$ cat src/corrdet_defines.svh
`ifndef CORRDET_DEFINES_SVH
`define CORRDET_DEFINES_SVH

// Measurement input counts
`define CD_N_EVENTS   2
`define CD_N_BSTATES  2
`define CD_N_NORMALS  2

// Byte width shared by normals, thresholds and pair counts
`define CD_DATA_W     8

// Each bstate implies level, rise and fall flags
`define CD_N_MEAS     (`CD_N_EVENTS + 3 * `CD_N_BSTATES + `CD_N_NORMALS)

// Unordered pairs, (m*m - m) / 2
`define CD_N_RESULTS  ((`CD_N_MEAS * (`CD_N_MEAS - 1)) / 2)

// Pair index width
`define CD_IDX_W      $clog2(`CD_N_RESULTS)

// Result queue entries, power of two
`define CD_FIFO_DEPTH 16

`endif

$ cat src/corrdet_pkg.sv
`include "corrdet_defines.svh"

package corrdet_pkg;

  // One flag per measurement for the current sample
  // Low to high: events, bstate levels, rises, falls, normals
  typedef logic [`CD_N_MEAS-1:0] meas_flags_t;

  // Queued detection result
  typedef struct packed {
    // Row-major pair number
    logic [`CD_IDX_W-1:0]  idx;
    // Intersection count at the window end
    logic [`CD_DATA_W-1:0] data;
  } result_t;

  // Pair scanner states
  typedef enum logic [1:0] {
    // Waiting for a window boundary
    SC_IDLE,
    // Testing one pair per cycle
    SC_SCAN,
    // Holding a passing pair until the FIFO has room
    SC_PUSH
  } scan_state_e;

endpackage

$ cat src/corrdet.sv
`include "corrdet_defines.svh"

module corrdet (
  input  logic                                i_clk,
  input  logic                                i_arst_n,
  // Sample strobe, one sample per high cycle
  input  logic                                i_cg,
  input  logic [31:0]                         i_window_length,

  // Measurements
  input  logic [`CD_N_EVENTS-1:0]             i_events,
  input  logic [`CD_N_BSTATES-1:0]            i_bstates,
  input  logic [`CD_N_NORMALS*`CD_DATA_W-1:0] i_normals,

  // Per-pair result filter, applied on the output side
  input  logic [`CD_N_RESULTS-1:0]            i_enables,
  input  logic [`CD_N_RESULTS*`CD_DATA_W-1:0] i_thresholds,

  // Result stream
  input  logic                                i_result_ready,
  output logic                                o_result_valid,
  output logic [`CD_IDX_W-1:0]                o_result_idx,
  output logic [`CD_DATA_W-1:0]               o_result_data,
  // Flips once per window
  output logic                                o_result_arq
);

  corrdet_pkg::meas_flags_t flags;
  logic                     boundary;
  logic                     snap;
  logic [`CD_IDX_W-1:0]     scan_idx;
  logic [`CD_DATA_W-1:0]    snap_count;
  logic                     push;
  corrdet_pkg::result_t     push_data;
  logic                     fifo_full;
  corrdet_pkg::result_t     fifo_data;
  // Window marker
  logic                     arq_q;

  // Inputs to per-sample flags
  meas_promote u_promote (
    .i_clk     (i_clk),
    .i_arst_n  (i_arst_n),
    .i_cg      (i_cg),
    .i_events  (i_events),
    .i_bstates (i_bstates),
    .i_normals (i_normals),
    .o_flags   (flags)
  );

  // Rectangular window
  window_timer u_timer (
    .i_clk           (i_clk),
    .i_arst_n        (i_arst_n),
    .i_cg            (i_cg),
    .i_window_length (i_window_length),
    .o_boundary      (boundary)
  );

  // AND counts per pair, plus the frozen bank
  isect_counters u_isect (
    .i_clk        (i_clk),
    .i_arst_n     (i_arst_n),
    .i_cg         (i_cg),
    .i_flags      (flags),
    .i_boundary   (boundary),
    .i_snap       (snap),
    .i_scan_idx   (scan_idx),
    .o_snap_count (snap_count)
  );

  // Walks the bank after each boundary
  scan_ctrl u_scan (
    .i_clk        (i_clk),
    .i_arst_n     (i_arst_n),
    .i_boundary   (boundary),
    .i_snap_count (snap_count),
    .i_enables    (i_enables),
    .i_thresholds (i_thresholds),
    .i_full       (fifo_full),
    .o_snap       (snap),
    .o_scan_idx   (scan_idx),
    .o_push       (push),
    .o_push_data  (push_data)
  );

  result_fifo u_fifo (
    .i_clk       (i_clk),
    .i_arst_n    (i_arst_n),
    .i_push      (push),
    .i_push_data (push_data),
    .i_ready     (i_result_ready),
    .o_full      (fifo_full),
    .o_valid     (o_result_valid),
    .o_data      (fifo_data)
  );

  // Marker flips the cycle after a boundary
  always_ff @(posedge i_clk or negedge i_arst_n) begin
    if (!i_arst_n) begin
      arq_q <= 1'b0;
    end else if (boundary) begin
      arq_q <= ~arq_q;
    end
  end

  assign o_result_arq  = arq_q;
  assign o_result_idx  = fifo_data.idx;
  assign o_result_data = fifo_data.data;

endmodule

$ cat src/isect_counters.sv
`include "corrdet_defines.svh"

module isect_counters (
  input  logic                     i_clk,
  input  logic                     i_arst_n,
  input  logic                     i_cg,
  input  corrdet_pkg::meas_flags_t i_flags,
  input  logic                     i_boundary,
  input  logic                     i_snap,
  input  logic [`CD_IDX_W-1:0]     i_scan_idx,
  output logic [`CD_DATA_W-1:0]    o_snap_count
);

  // Saturation value of a count
  localparam logic [`CD_DATA_W-1:0] CNT_MAX = {`CD_DATA_W{1'b1}};

  // Snapshot bank as seen by the read mux
  logic [`CD_DATA_W-1:0] snap_rd [`CD_N_RESULTS];

  // Row a, column b, with a < b
  for (genvar a = 0; a < `CD_N_MEAS - 1; a++) begin : g_row
    for (genvar b = a + 1; b < `CD_N_MEAS; b++) begin : g_col
      // Row-major pair number
      localparam int K = a * `CD_N_MEAS - (a * (a + 1)) / 2 + (b - a - 1);

      // Live count for the window in progress
      logic [`CD_DATA_W-1:0] live_q;
      // Final count of the last scanned window
      logic [`CD_DATA_W-1:0] snap_q;
      // Both measurements set this sample
      logic                  hit;
      // Count including the current sample
      logic [`CD_DATA_W-1:0] live_nxt;

      assign hit = i_flags[a] && i_flags[b];

      // Stick at the top instead of wrapping
      assign live_nxt = (hit && (live_q != CNT_MAX)) ? live_q + 1'b1 : live_q;

      always_ff @(posedge i_clk or negedge i_arst_n) begin
        if (!i_arst_n) begin
          live_q <= '0;
        end else if (i_cg) begin
          // Boundary sample lands in the snapshot, live restarts
          if (i_boundary) begin
            live_q <= '0;
          end else begin
            live_q <= live_nxt;
          end
        end
      end

      // Scanner asks for a snapshot together with the boundary
      always_ff @(posedge i_clk or negedge i_arst_n) begin
        if (!i_arst_n) begin
          snap_q <= '0;
        end else if (i_snap) begin
          snap_q <= live_nxt;
        end
      end

      assign snap_rd[K] = snap_q;
    end
  end

  // Read port for the scanner, zero past the last pair
  assign o_snap_count = (i_scan_idx < `CD_N_RESULTS) ? snap_rd[i_scan_idx] : '0;

  // Snapshot only ever loads on a strobed boundary
  a_snap_on_boundary : assert property (
    @(posedge i_clk) disable iff (!i_arst_n)
    i_snap |-> (i_boundary && i_cg)
  ) else $error("isect_counters: snapshot outside a window boundary");

endmodule

$ cat src/meas_promote.sv
`include "corrdet_defines.svh"

module meas_promote (
  input  logic                                i_clk,
  input  logic                                i_arst_n,
  input  logic                                i_cg,
  input  logic [`CD_N_EVENTS-1:0]             i_events,
  input  logic [`CD_N_BSTATES-1:0]            i_bstates,
  input  logic [`CD_N_NORMALS*`CD_DATA_W-1:0] i_normals,
  output corrdet_pkg::meas_flags_t            o_flags
);

  // Bstates as seen on the previous strobed sample
  logic [`CD_N_BSTATES-1:0] bstates_q;
  // Edge flags derived from current vs previous
  logic [`CD_N_BSTATES-1:0] rise;
  logic [`CD_N_BSTATES-1:0] fall;
  // Top bit of each normal byte
  logic [`CD_N_NORMALS-1:0] normal_msb;

  // Only strobed samples advance the history
  always_ff @(posedge i_clk or negedge i_arst_n) begin
    if (!i_arst_n) begin
      bstates_q <= '0;
    end else if (i_cg) begin
      bstates_q <= i_bstates;
    end
  end

  // Low then high is a rise, high then low is a fall
  assign rise = i_bstates & ~bstates_q;
  assign fall = ~i_bstates & bstates_q;

  // Byte sign bit acts as the normal's flag
  always_comb begin
    for (int n = 0; n < `CD_N_NORMALS; n++) begin
      normal_msb[n] = i_normals[n*`CD_DATA_W + `CD_DATA_W - 1];
    end
  end

  // Normals end up in the top bits, events in the bottom
  assign o_flags = {normal_msb, fall, rise, i_bstates, i_events};

endmodule

$ cat src/result_fifo.sv
`include "corrdet_defines.svh"

module result_fifo (
  input  logic                 i_clk,
  input  logic                 i_arst_n,
  input  logic                 i_push,
  input  corrdet_pkg::result_t i_push_data,
  input  logic                 i_ready,
  output logic                 o_full,
  output logic                 o_valid,
  output corrdet_pkg::result_t o_data
);

  localparam int PTR_W = $clog2(`CD_FIFO_DEPTH);

  // Result entries
  corrdet_pkg::result_t mem [`CD_FIFO_DEPTH];
  // Pointers wrap naturally at a power-of-two depth
  logic [PTR_W-1:0]     wr_ptr_q;
  logic [PTR_W-1:0]     rd_ptr_q;
  // Entry count needs one extra bit to reach full depth
  logic [PTR_W:0]       fill_q;
  // Consumer takes the head entry
  logic                 pop;

  assign o_full  = (fill_q == (PTR_W + 1)'(`CD_FIFO_DEPTH));
  assign o_valid = (fill_q != '0);
  assign o_data  = mem[rd_ptr_q];
  assign pop     = o_valid && i_ready;

  // Write side
  always_ff @(posedge i_clk) begin
    if (i_push) begin
      mem[wr_ptr_q] <= i_push_data;
    end
  end

  always_ff @(posedge i_clk or negedge i_arst_n) begin
    if (!i_arst_n) begin
      wr_ptr_q <= '0;
      rd_ptr_q <= '0;
      fill_q   <= '0;
    end else begin
      if (i_push) begin
        wr_ptr_q <= wr_ptr_q + 1'b1;
      end
      if (pop) begin
        rd_ptr_q <= rd_ptr_q + 1'b1;
      end
      // Simultaneous push and pop leave the fill alone
      case ({i_push, pop})
        2'b10:   fill_q <= fill_q + 1'b1;
        2'b01:   fill_q <= fill_q - 1'b1;
        default: fill_q <= fill_q;
      endcase
    end
  end

  // Producer must respect the full flag
  a_no_overflow : assert property (
    @(posedge i_clk) disable iff (!i_arst_n)
    i_push |-> !o_full
  ) else $error("result_fifo: push into full FIFO");

  // An empty queue stays empty without a push
  a_no_underflow : assert property (
    @(posedge i_clk) disable iff (!i_arst_n)
    (fill_q == '0) && !i_push |=> (fill_q == '0)
  ) else $error("result_fifo: fill count wrapped below zero");

  // Head entry stays put while the consumer stalls
  a_hold_stalled : assert property (
    @(posedge i_clk) disable iff (!i_arst_n)
    o_valid && !i_ready |=> o_valid && $stable(o_data)
  ) else $error("result_fifo: head changed under back-pressure");

endmodule

$ cat src/scan_ctrl.sv
`include "corrdet_defines.svh"

module scan_ctrl (
  input  logic                                 i_clk,
  input  logic                                 i_arst_n,
  input  logic                                 i_boundary,
  input  logic [`CD_DATA_W-1:0]                i_snap_count,
  input  logic [`CD_N_RESULTS-1:0]             i_enables,
  input  logic [`CD_N_RESULTS*`CD_DATA_W-1:0]  i_thresholds,
  input  logic                                 i_full,
  output logic                                 o_snap,
  output logic [`CD_IDX_W-1:0]                 o_scan_idx,
  output logic                                 o_push,
  output corrdet_pkg::result_t                 o_push_data
);

  // Last pair number
  localparam logic [`CD_IDX_W-1:0] LAST_IDX = `CD_IDX_W'(`CD_N_RESULTS - 1);

  corrdet_pkg::scan_state_e state_q;
  // Pair under test
  logic [`CD_IDX_W-1:0]     idx_q;
  // Threshold of the current pair
  logic [`CD_DATA_W-1:0]    threshold;
  // Enabled and count reaches threshold
  logic                     pass;
  logic                     at_last;

  assign threshold = i_thresholds[idx_q*`CD_DATA_W +: `CD_DATA_W];
  assign pass      = i_enables[idx_q] && (i_snap_count >= threshold);
  assign at_last   = (idx_q == LAST_IDX);

  // Freeze the window only while idle, a busy scanner drops it
  assign o_snap = i_boundary && (state_q == corrdet_pkg::SC_IDLE);

  // Bank is stable during a scan, so the count can go straight out
  assign o_scan_idx       = idx_q;
  assign o_push           = (state_q == corrdet_pkg::SC_PUSH) && !i_full;
  assign o_push_data.idx  = idx_q;
  assign o_push_data.data = i_snap_count;

  always_ff @(posedge i_clk or negedge i_arst_n) begin
    if (!i_arst_n) begin
      state_q <= corrdet_pkg::SC_IDLE;
      idx_q   <= '0;
    end else begin
      case (state_q)
        corrdet_pkg::SC_IDLE: begin
          // Start from pair 0 the cycle after the boundary
          if (i_boundary) begin
            state_q <= corrdet_pkg::SC_SCAN;
            idx_q   <= '0;
          end
        end
        corrdet_pkg::SC_SCAN: begin
          if (pass) begin
            state_q <= corrdet_pkg::SC_PUSH;
          end else if (at_last) begin
            state_q <= corrdet_pkg::SC_IDLE;
          end else begin
            idx_q <= idx_q + 1'b1;
          end
        end
        corrdet_pkg::SC_PUSH: begin
          // Back-pressure holds the pair here
          if (!i_full) begin
            if (at_last) begin
              state_q <= corrdet_pkg::SC_IDLE;
            end else begin
              state_q <= corrdet_pkg::SC_SCAN;
              idx_q   <= idx_q + 1'b1;
            end
          end
        end
        default: begin
          state_q <= corrdet_pkg::SC_IDLE;
        end
      endcase
    end
  end

  // Scan never walks past the last pair
  a_idx_range : assert property (
    @(posedge i_clk) disable iff (!i_arst_n)
    idx_q < `CD_N_RESULTS
  ) else $error("scan_ctrl: scan index out of range");

  // FIFO full flag must block every push
  a_no_push_full : assert property (
    @(posedge i_clk) disable iff (!i_arst_n)
    i_full |-> !o_push
  ) else $error("scan_ctrl: push while FIFO full");

endmodule

$ cat src/window_timer.sv
module window_timer (
  input  logic        i_clk,
  input  logic        i_arst_n,
  input  logic        i_cg,
  input  logic [31:0] i_window_length,
  output logic        o_boundary
);

  // Samples taken so far in the current window
  logic [31:0] count_q;
  // Counter sits on the final sample of the window
  logic        last_sample;

  // A length shortened mid-window still ends it
  assign last_sample = (count_q >= (i_window_length - 32'd1));

  // Boundary only on a strobed sample
  assign o_boundary = i_cg && last_sample;

  always_ff @(posedge i_clk or negedge i_arst_n) begin
    if (!i_arst_n) begin
      count_q <= '0;
    end else if (i_cg) begin
      // Wrap to zero after the last sample
      if (last_sample) begin
        count_q <= '0;
      end else begin
        count_q <= count_q + 32'd1;
      end
    end
  end

  // Zero length wraps the last-sample compare and never ends a window
  a_length_nonzero : assert property (
    @(posedge i_clk) disable iff (!i_arst_n)
    i_cg |-> (i_window_length != 32'd0)
  ) else $error("window_timer: window length is zero while sampling");

endmodule
$ cat config.mk
export PLATFORM = sky130hd
export DESIGN_NAME = corrdet
export DESIGN_NICKNAME = d
export VERILOG_FILES = /design/src/corrdet_pkg.sv /design/src/corrdet.sv /design/src/isect_counters.sv /design/src/meas_promote.sv /design/src/result_fifo.sv /design/src/scan_ctrl.sv /design/src/window_timer.sv
export VERILOG_INCLUDE_DIRS = /design/src
export SDC_FILE = /design/constraint.sdc
export NUM_CORES = 2
export LEC_CHECK = 0
export BUFFER_PORTS_ARGS = -buffer_cell sky130_fd_sc_hd__buf_2
export CORE_ASPECT_RATIO = 1.2
export CORE_MARGIN = 10
export CORE_UTILIZATION = 40
export DETAILED_ROUTE_END_ITERATION = 7
export GPL_ROUTABILITY_DRIVEN = 0
export MAX_ROUTING_LAYER = met4
export PLACE_DENSITY = 0.59
export SKIP_CTS_REPAIR_TIMING = 1
export SLEW_MARGIN = 20
export SYNTH_ARGS = -nofsm -noshare
export SYNTH_HDL_FRONTEND = slang
export SYNTH_SLANG_ARGS = --single-unit
$ cat constraint.sdc
create_clock -name i_clk -period 5.54 [get_ports i_clk]
set_input_delay 0.554 -clock i_clk [delete_from_list [all_inputs] [get_ports i_clk]]
set_output_delay 0.554 -clock i_clk [all_outputs]
set_load 0.05 [all_outputs]
Word level (Yosys, flattened, before mapping)
Memories as Yosys holds them, arrays and structs flattened.
Cells that the tools add are included.
{"block": "classes", "magnitude_cmp": 5, "n_addsub": 52, "bitwise": 6, "eq_ne": 55, "shift": 1, "n_reduce_logical": 102, "muxes": 111}
{"op": "8-bit 2-to-1 mux", "count": 93}
{"op": "8-bit by 1-bit adder with 8-bit output, second input constant", "count": 45}
{"op": "8-bit != test, second input constant", "count": 45}
{"op": "360-bit by 10-bit indexed part select with 8-bit output", "count": 1}
{"op": "1-bit logical AND", "count": 95}
{"op": "8-bit binary-select mux with 6-bit select", "count": 1}
{"op": "32-bit by 1-bit adder with 32-bit output, second input constant", "count": 1}
{"op": "32-bit greater-or-equal comparator", "count": 1}
{"op": "32-bit 2-to-1 mux", "count": 1}
{"op": "32-bit by 1-bit subtractor with 32-bit output, second input constant", "count": 1}
{"op": "6-bit 2-to-1 mux", "count": 4}
{"op": "6-bit one-hot mux with 3 select lines", "count": 1}
{"op": "5-bit one-hot mux with 2 select lines", "count": 1}
{"op": "4-bit by 1-bit adder with 4-bit output, second input constant", "count": 2}
{"op": "8-bit greater-or-equal comparator", "count": 1}
{"op": "2-bit 2-to-1 mux", "count": 4}
{"op": "7-bit greater-or-equal comparator, second input constant", "count": 1}
{"op": "6-bit by 7-bit less-than comparator with 1-bit output, second input constant", "count": 1}
{"op": "6-bit NOT with 7-bit output", "count": 1}
{"op": "6-bit by 1-bit adder with 6-bit output, second input constant", "count": 1}
{"op": "1-bit binary-select mux with 6-bit select", "count": 1}
{"op": "6-bit equality test, second input constant", "count": 1}
{"op": "6-bit less-than comparator, second input constant", "count": 1}
{"op": "2-bit one-hot mux with 3 select lines", "count": 1}
{"op": "other kinds (19)", "count": 27}
{"block": "totals", "word_cells": 431, "regBits": 776, "input_bits": 461, "mem_count": 1, "ramBits": 224, "output_inout_bits": 16}
{"name": "u_fifo.mem", "depth": 16, "word_bits": 14, "rd": 1, "rd_ports_with_merged_regs": 0, "write_ports": 1, "line": "result_fifo.sv:17", "source": "corrdet_pkg::result_t mem [`CD_FIFO_DEPTH];"}

Longest topological paths before layout
{"block": "logic_depth", "depth_word": 9, "depth_mapped": 22, "ltp_nobuf": 18}

Modules after synthesis
From an unflattened synthesis, not the netlist that was laid out.
{"block": "hier_totals", "cells_unflattened": 5389, "hier_area_um2": 56998.4}
{"module": "isect_counters", "instances": 1, "seq_area_each_um2": 18017.3, "area_each_um2": 40558.9, "cells_per_inst": 4253}
{"module": "result_fifo", "instances": 1, "seq_area_each_um2": 7051.8, "area_each_um2": 9347.7, "cells_per_inst": 443}
{"module": "scan_ctrl", "instances": 1, "seq_area_each_um2": 200.2, "area_each_um2": 4090.2, "cells_per_inst": 339}
{"module": "window_timer", "instances": 1, "seq_area_each_um2": 800.8, "area_each_um2": 2817.7, "cells_per_inst": 338}
{"module": "meas_promote", "instances": 1, "seq_area_each_um2": 50.0, "area_each_um2": 150.1, "cells_per_inst": 14}
{"module": "corrdet", "instances": 1, "seq_area_each_um2": 25.0, "area_each_um2": 33.8, "cells_per_inst": 2}

Worst setup path after synthesis
Ideal clock, no wire load.
{"block": "synth_timing", "path_type": "register -> register", "startpoint": "reg u_scan.idx_q[0] (netlist: u_scan.o_scan_idx[0])", "endpoint": "reg u_scan.idx_q[4] (netlist: u_scan.o_scan_idx[4])", "stages_incl_launch_ff": 20, "t_arrival_ns": 4.745, "setup_slack_ns": 0.671, "period_less_slack_ns": 4.869, "t_required_ns": 5.416, "n_path_buf": 6, "setup_ns": 0.124, "path_cell_list": "dfrtp_1 buf_2 buf_6 buf_6 buf_4 buf_4 buf_2 inv_1 ha_1 o21ai_0 o22ai_1 ha_1 a21o_1 a31oi_1 o21ai_0 a2111oi_0 nor3_1 nand3_1 a21boi_0 a211o_1"}
{"element": "from (decl)", "line": "scan_ctrl.sv:22", "source": "logic [`CD_IDX_W-1:0] idx_q;"}
{"element": "from (signal assigned)", "line": "scan_ctrl.sv:61", "source": "idx_q <= idx_q + 1'b1;"}
{"element": "from (signal assigned)", "line": "scan_ctrl.sv:71", "source": "idx_q <= idx_q + 1'b1;"}

==> results.py <==
metrics = {
    "setup_path": {
        "worstSetupStartpointType": "flop",
        "arrival_ps": 5590,
        "r2r_setup_slack_ps": 540,
        "cp.required_ps": 6140,
        "critical_path_class": "flop to flop",
        "r2r-start": "u_scan.o_scan_idx[0]",
        "endpoint_kind": "flop",
        "critPathMaxFanout": 18,
        "r2r_cells": 14,
        "reg2reg_to": "u_scan.o_scan_idx[4]",
    },
    "power": {
        "power_switching_mw": 7.56,
        "swShare": 0.325,
        "powerDensity_nw_per_um2": 380,
        "power.total_mw": 23.3,
        "clockPowerShare": 0.323,
        "p_int_mw": 15.7,
        "seq_power_share": 0.405,
        "p_comb_frac": 0.272,
        "ir_worst_vdd_mv": 0.264,
        "leakagePower_nw": 24.8,
    },
    "logic_synthesis": {
        "synth_cells": 4807,
        "ys_ff_latch": 1000,
        "async_flop_share": 0.776,
        "synth-edff-count": 224,
        "synthesis.area_sq_um": 52800,
        "synth-simple-area-share": 0.127,
        "synth_xor_area_frac": 0.0570,
        "synth_flop_cell": "dfrtp_1",
        "ys_types": 65,
        "synth-compound-area-share": 0.125,
        "synth_seq_area_share": 0.495,
        "synthAdderAreaFrac": 0.0236,
        "synth.area.mux_share": 0.143,
        "synth_top_family_by_area": "multiplexers",
        "syn_nets": 5367,
        "postSynthAreaPerCell_sq_um": 11.0,
        "synth.yosys.warnings": 0,
    },
    "cells_and_area": {
        "fillers": 12119,
        "layout.cells.non_filler": 7059,
        "final_cell_mix": "934 x nand2_1, 769 x dfrtp_1, 678 x o21ai_0",
        "final_common_cell": "nand2_1",
        "final_util": 0.465,
        "area_growth_pct": 15.9,
        "layout.nets": 5747,
        "drive_gt1_frac": 0.205,
    },
    "routing": {
        "routed_wl_mm": 162,
        "vias_per_cell": 5.55,
        "via_count": 39198,
        "drt_iter0_drc": 2969,
        "drc": 0,
        "dr.pass1.iters": 8,
        "routedWlPerCell_microns": 22.9,
        "postRouteAntennaNets": 0,
    },
    "floorplan": {
        "initial_core_util": 0.401,
        "dieWidth_microns": 352,
        "die_height_microns": 418,
        "row_count": 146,
        "dieArea_sq_um": 147000,
        "coreArea_sq_um": 132000,
        "num_io_pins": 477,
    },
    "global_routing": {
        "grt_max_degree": 161,
        "grt_use_met1": 0.269,
        "grt_pass1_wl_mm": 244,
        "busiest_layer": "met2",
        "grt_pass1_vias": 38953,
        "use_met3": 0.0291,
        "grt_usage": 0.222,
        "grt_overflow": 0,
        "antenna_found_initial": 17,
        "grtUsageMet2": 0.376,
    },
    "clock_network": {
        "cts_tree": "yes",
        "clock_latency_ps": 730,
        "path_clk_slew_ps": 60,
        "cts_sinks": 1000,
        "htree_levels": 3,
        "root_buffer": "clkbuf_16",
        "numCtsBuffers": 104,
        "clockBufferDepth": 3,
    },
    "timing": {
        "setup_viol_count_final": 0,
        "drv_slew": 0,
        "relSlewSlack": 0.258,
        "tns_ps": 0,
        "skew_ps": 30.7,
        "fmax_mhz": 200,
        "fin_crit_ps": 5000,
        "hold_violations": 0,
        "worst_pin_slew_ps": 1110,
        "period_share": 0.902,
        "grt_setup_unrepaired": "no",
    },
    "status": {
        "status": "finished, final reports clean",
    },
    "run": {
        "max-cap-violations": 0,
    },
    "hold_path": {
        "hold_path.startpoint": "i_cg",
        "holdPathEnd": "u_timer.count_q[1]",
        "min_path_type": "primary input to flop",
        "hold_depth": 3,
    },
    "placement": {
        "io_buffers": 462,
        "dp_hpwl_mm": 115,
        "dp.cells": 6856,
    },
}
per-stage QoR:
step | cell area [sq um] | hold slack, ps | setup slack [ps]
after floorplan | 52800 | 258 | 671
after global placement | 57600 | 445 | 360
after detailed placement | 57600 | 443 | 273
after CTS | 61200 | -206 | 522
after global routing | 61300 | 248 | 367
final | 61300 | 248 | 544
final cells by class:
type | count | area [sq um] | share of cell area
Antenna cell | 7 | 17.5 | 0.000286
Clock buffer | 144 | 2990 | 0.0487
Clock inverter | 51 | 676 | 0.0110
Inverter | 51 | 199 | 0.00325
Multi-Input combinational cell | 3460 | 25300 | 0.412
Sequential cell | 1000 | 26200 | 0.427
Tap cell | 1776 | 2220 | 0.0363
Timing Repair Buffer | 570 | 3730 | 0.0609
cells in the mapped netlist, types with 12 or more instances:
| master | n | share of area |
|---|---|---|
| a221oi_1 | 17 | 0.0028 |
| dfrtp_1 | 776 | 0.37 |
| o21ai_1 | 38 | 0.0036 |
| and4_1 | 49 | 0.0081 |
| buf_1 | 14 | 0.00099 |
| buf_4 | 17 | 0.0024 |
| o31ai_1 | 80 | 0.011 |
| nand2b_1 | 14 | 0.0017 |
| clkbuf_1 | 181 | 0.013 |
| and3_1 | 84 | 0.0099 |
| mux4_2 | 287 | 0.12 |
| xnor2_1 | 230 | 0.038 |
| nand2_1 | 934 | 0.066 |
| and2_1 | 44 | 0.0052 |
| buf_6 | 12 | 0.0026 |
| o21ai_0 | 678 | 0.064 |
| nor2_1 | 172 | 0.012 |
| a21oi_1 | 88 | 0.0083 |
| edfxtp_1 | 224 | 0.13 |
| xor2_1 | 114 | 0.019 |
| nor3_1 | 35 | 0.0033 |
| a31oi_1 | 18 | 0.0021 |
| nor2b_1 | 28 | 0.0033 |
| buf_2 | 72 | 0.0068 |
| o22ai_1 | 13 | 0.0015 |
| mux2i_1 | 103 | 0.020 |
| o2bb2ai_1 | 51 | 0.0085 |
| nand4_1 | 43 | 0.0051 |
| ha_1 | 98 | 0.023 |
| inv_1 | 50 | 0.0036 |
| a32o_1 | 42 | 0.0080 |
| nand3_1 | 83 | 0.0079 |
cells by family (layout without fill, tap and decap cells):
kind of cell    Yosys count  count (layout)
compound gates         1107            1107
fa+ha+maj                99              99
xor+xnor                344             344
mux                     396             396
buf+inv                 347             816
flops                  1000            1000
simple gates           1514            1514
other cells               0               7
sequential cells by signal, indices dropped and copies added (netlist names):
| signal | cells |
|---|---|
| u_timer.count_q | 32 |
| u_fifo.rd_ptr_q | 4 |
| u_fifo.mem | 224 |
| o_result_arq | 1 |
| u_isect.g_row.g_col.live_q | 360 |
| u_fifo.fill_q | 5 |
| u_scan.o_scan_idx | 6 |
| u_scan.state_q | 2 |
| u_isect.g_row.g_col.snap_q | 360 |
| u_fifo.wr_ptr_q | 4 |
| u_promote.bstates_q | 2 |
metal layers:
layer / part of all wire / up-vias
met5: 0 / -
met4: 0.036 / 0
met3: 0.052 / 258
met2: 0.51 / 1056
met1: 0.40 / 19591
li1: - / 18293
how the worst max path moves through the flow:
| stage | startpoint | endpoint | slack [ps] | cells after the start |
|---|---|---|---|---|
| after floorplan | u_scan.o_scan_idx[0] | u_scan.o_scan_idx[4] | 670 | 19 |
| after global placement | i_window_length[8] | u_isect.g_row[0].g_col[5].snap_q[2] | 360 | 19 |
| after detailed placement | i_window_length[8] | u_isect.g_row[5].g_col[7].snap_q[2] | 270 | 19 |
| after CTS | u_scan.o_scan_idx[0] | u_scan.o_scan_idx[4] | 520 | 14 |
| after global routing | u_scan.o_scan_idx[0] | u_scan.o_scan_idx[4] | 370 | 14 |
| final | u_scan.o_scan_idx[0] | u_scan.o_scan_idx[4] | 540 | 14 |
power groups by stage:
| stage | Sequential [mW] | Clock (mW) | Combinational, mW |
|---|---|---|---|
| 2_1_floorplan | 9.11 | 0 | 4.48 |
| 3_3_place_gp | 9.53 | 0 | 6.28 |
| 3_5_place_dp | 9.55 | 0 | 6.39 |
| 4_1_cts | 9.42 | 7.68 | 6.41 |
| 5_1_grt | 9.55 | 7.96 | 6.85 |
| 6_report | 9.42 | 7.52 | 6.32 |
worst max-delay path: stages, from the launching register on:
cell and delay, ps:
dfrtp_4 550, buf_12 240, buf_4 230, mux4_2 580
mux4_2 470, mux2i_1 430, o22ai_2 360, ha_1 400
nand2_1 50, o21ai_0 220, a2111oi_0 140, nor3_1 300
nand3_1 220, and2_0 330, a211o_1 340
(Power assumes the default switching activity.)
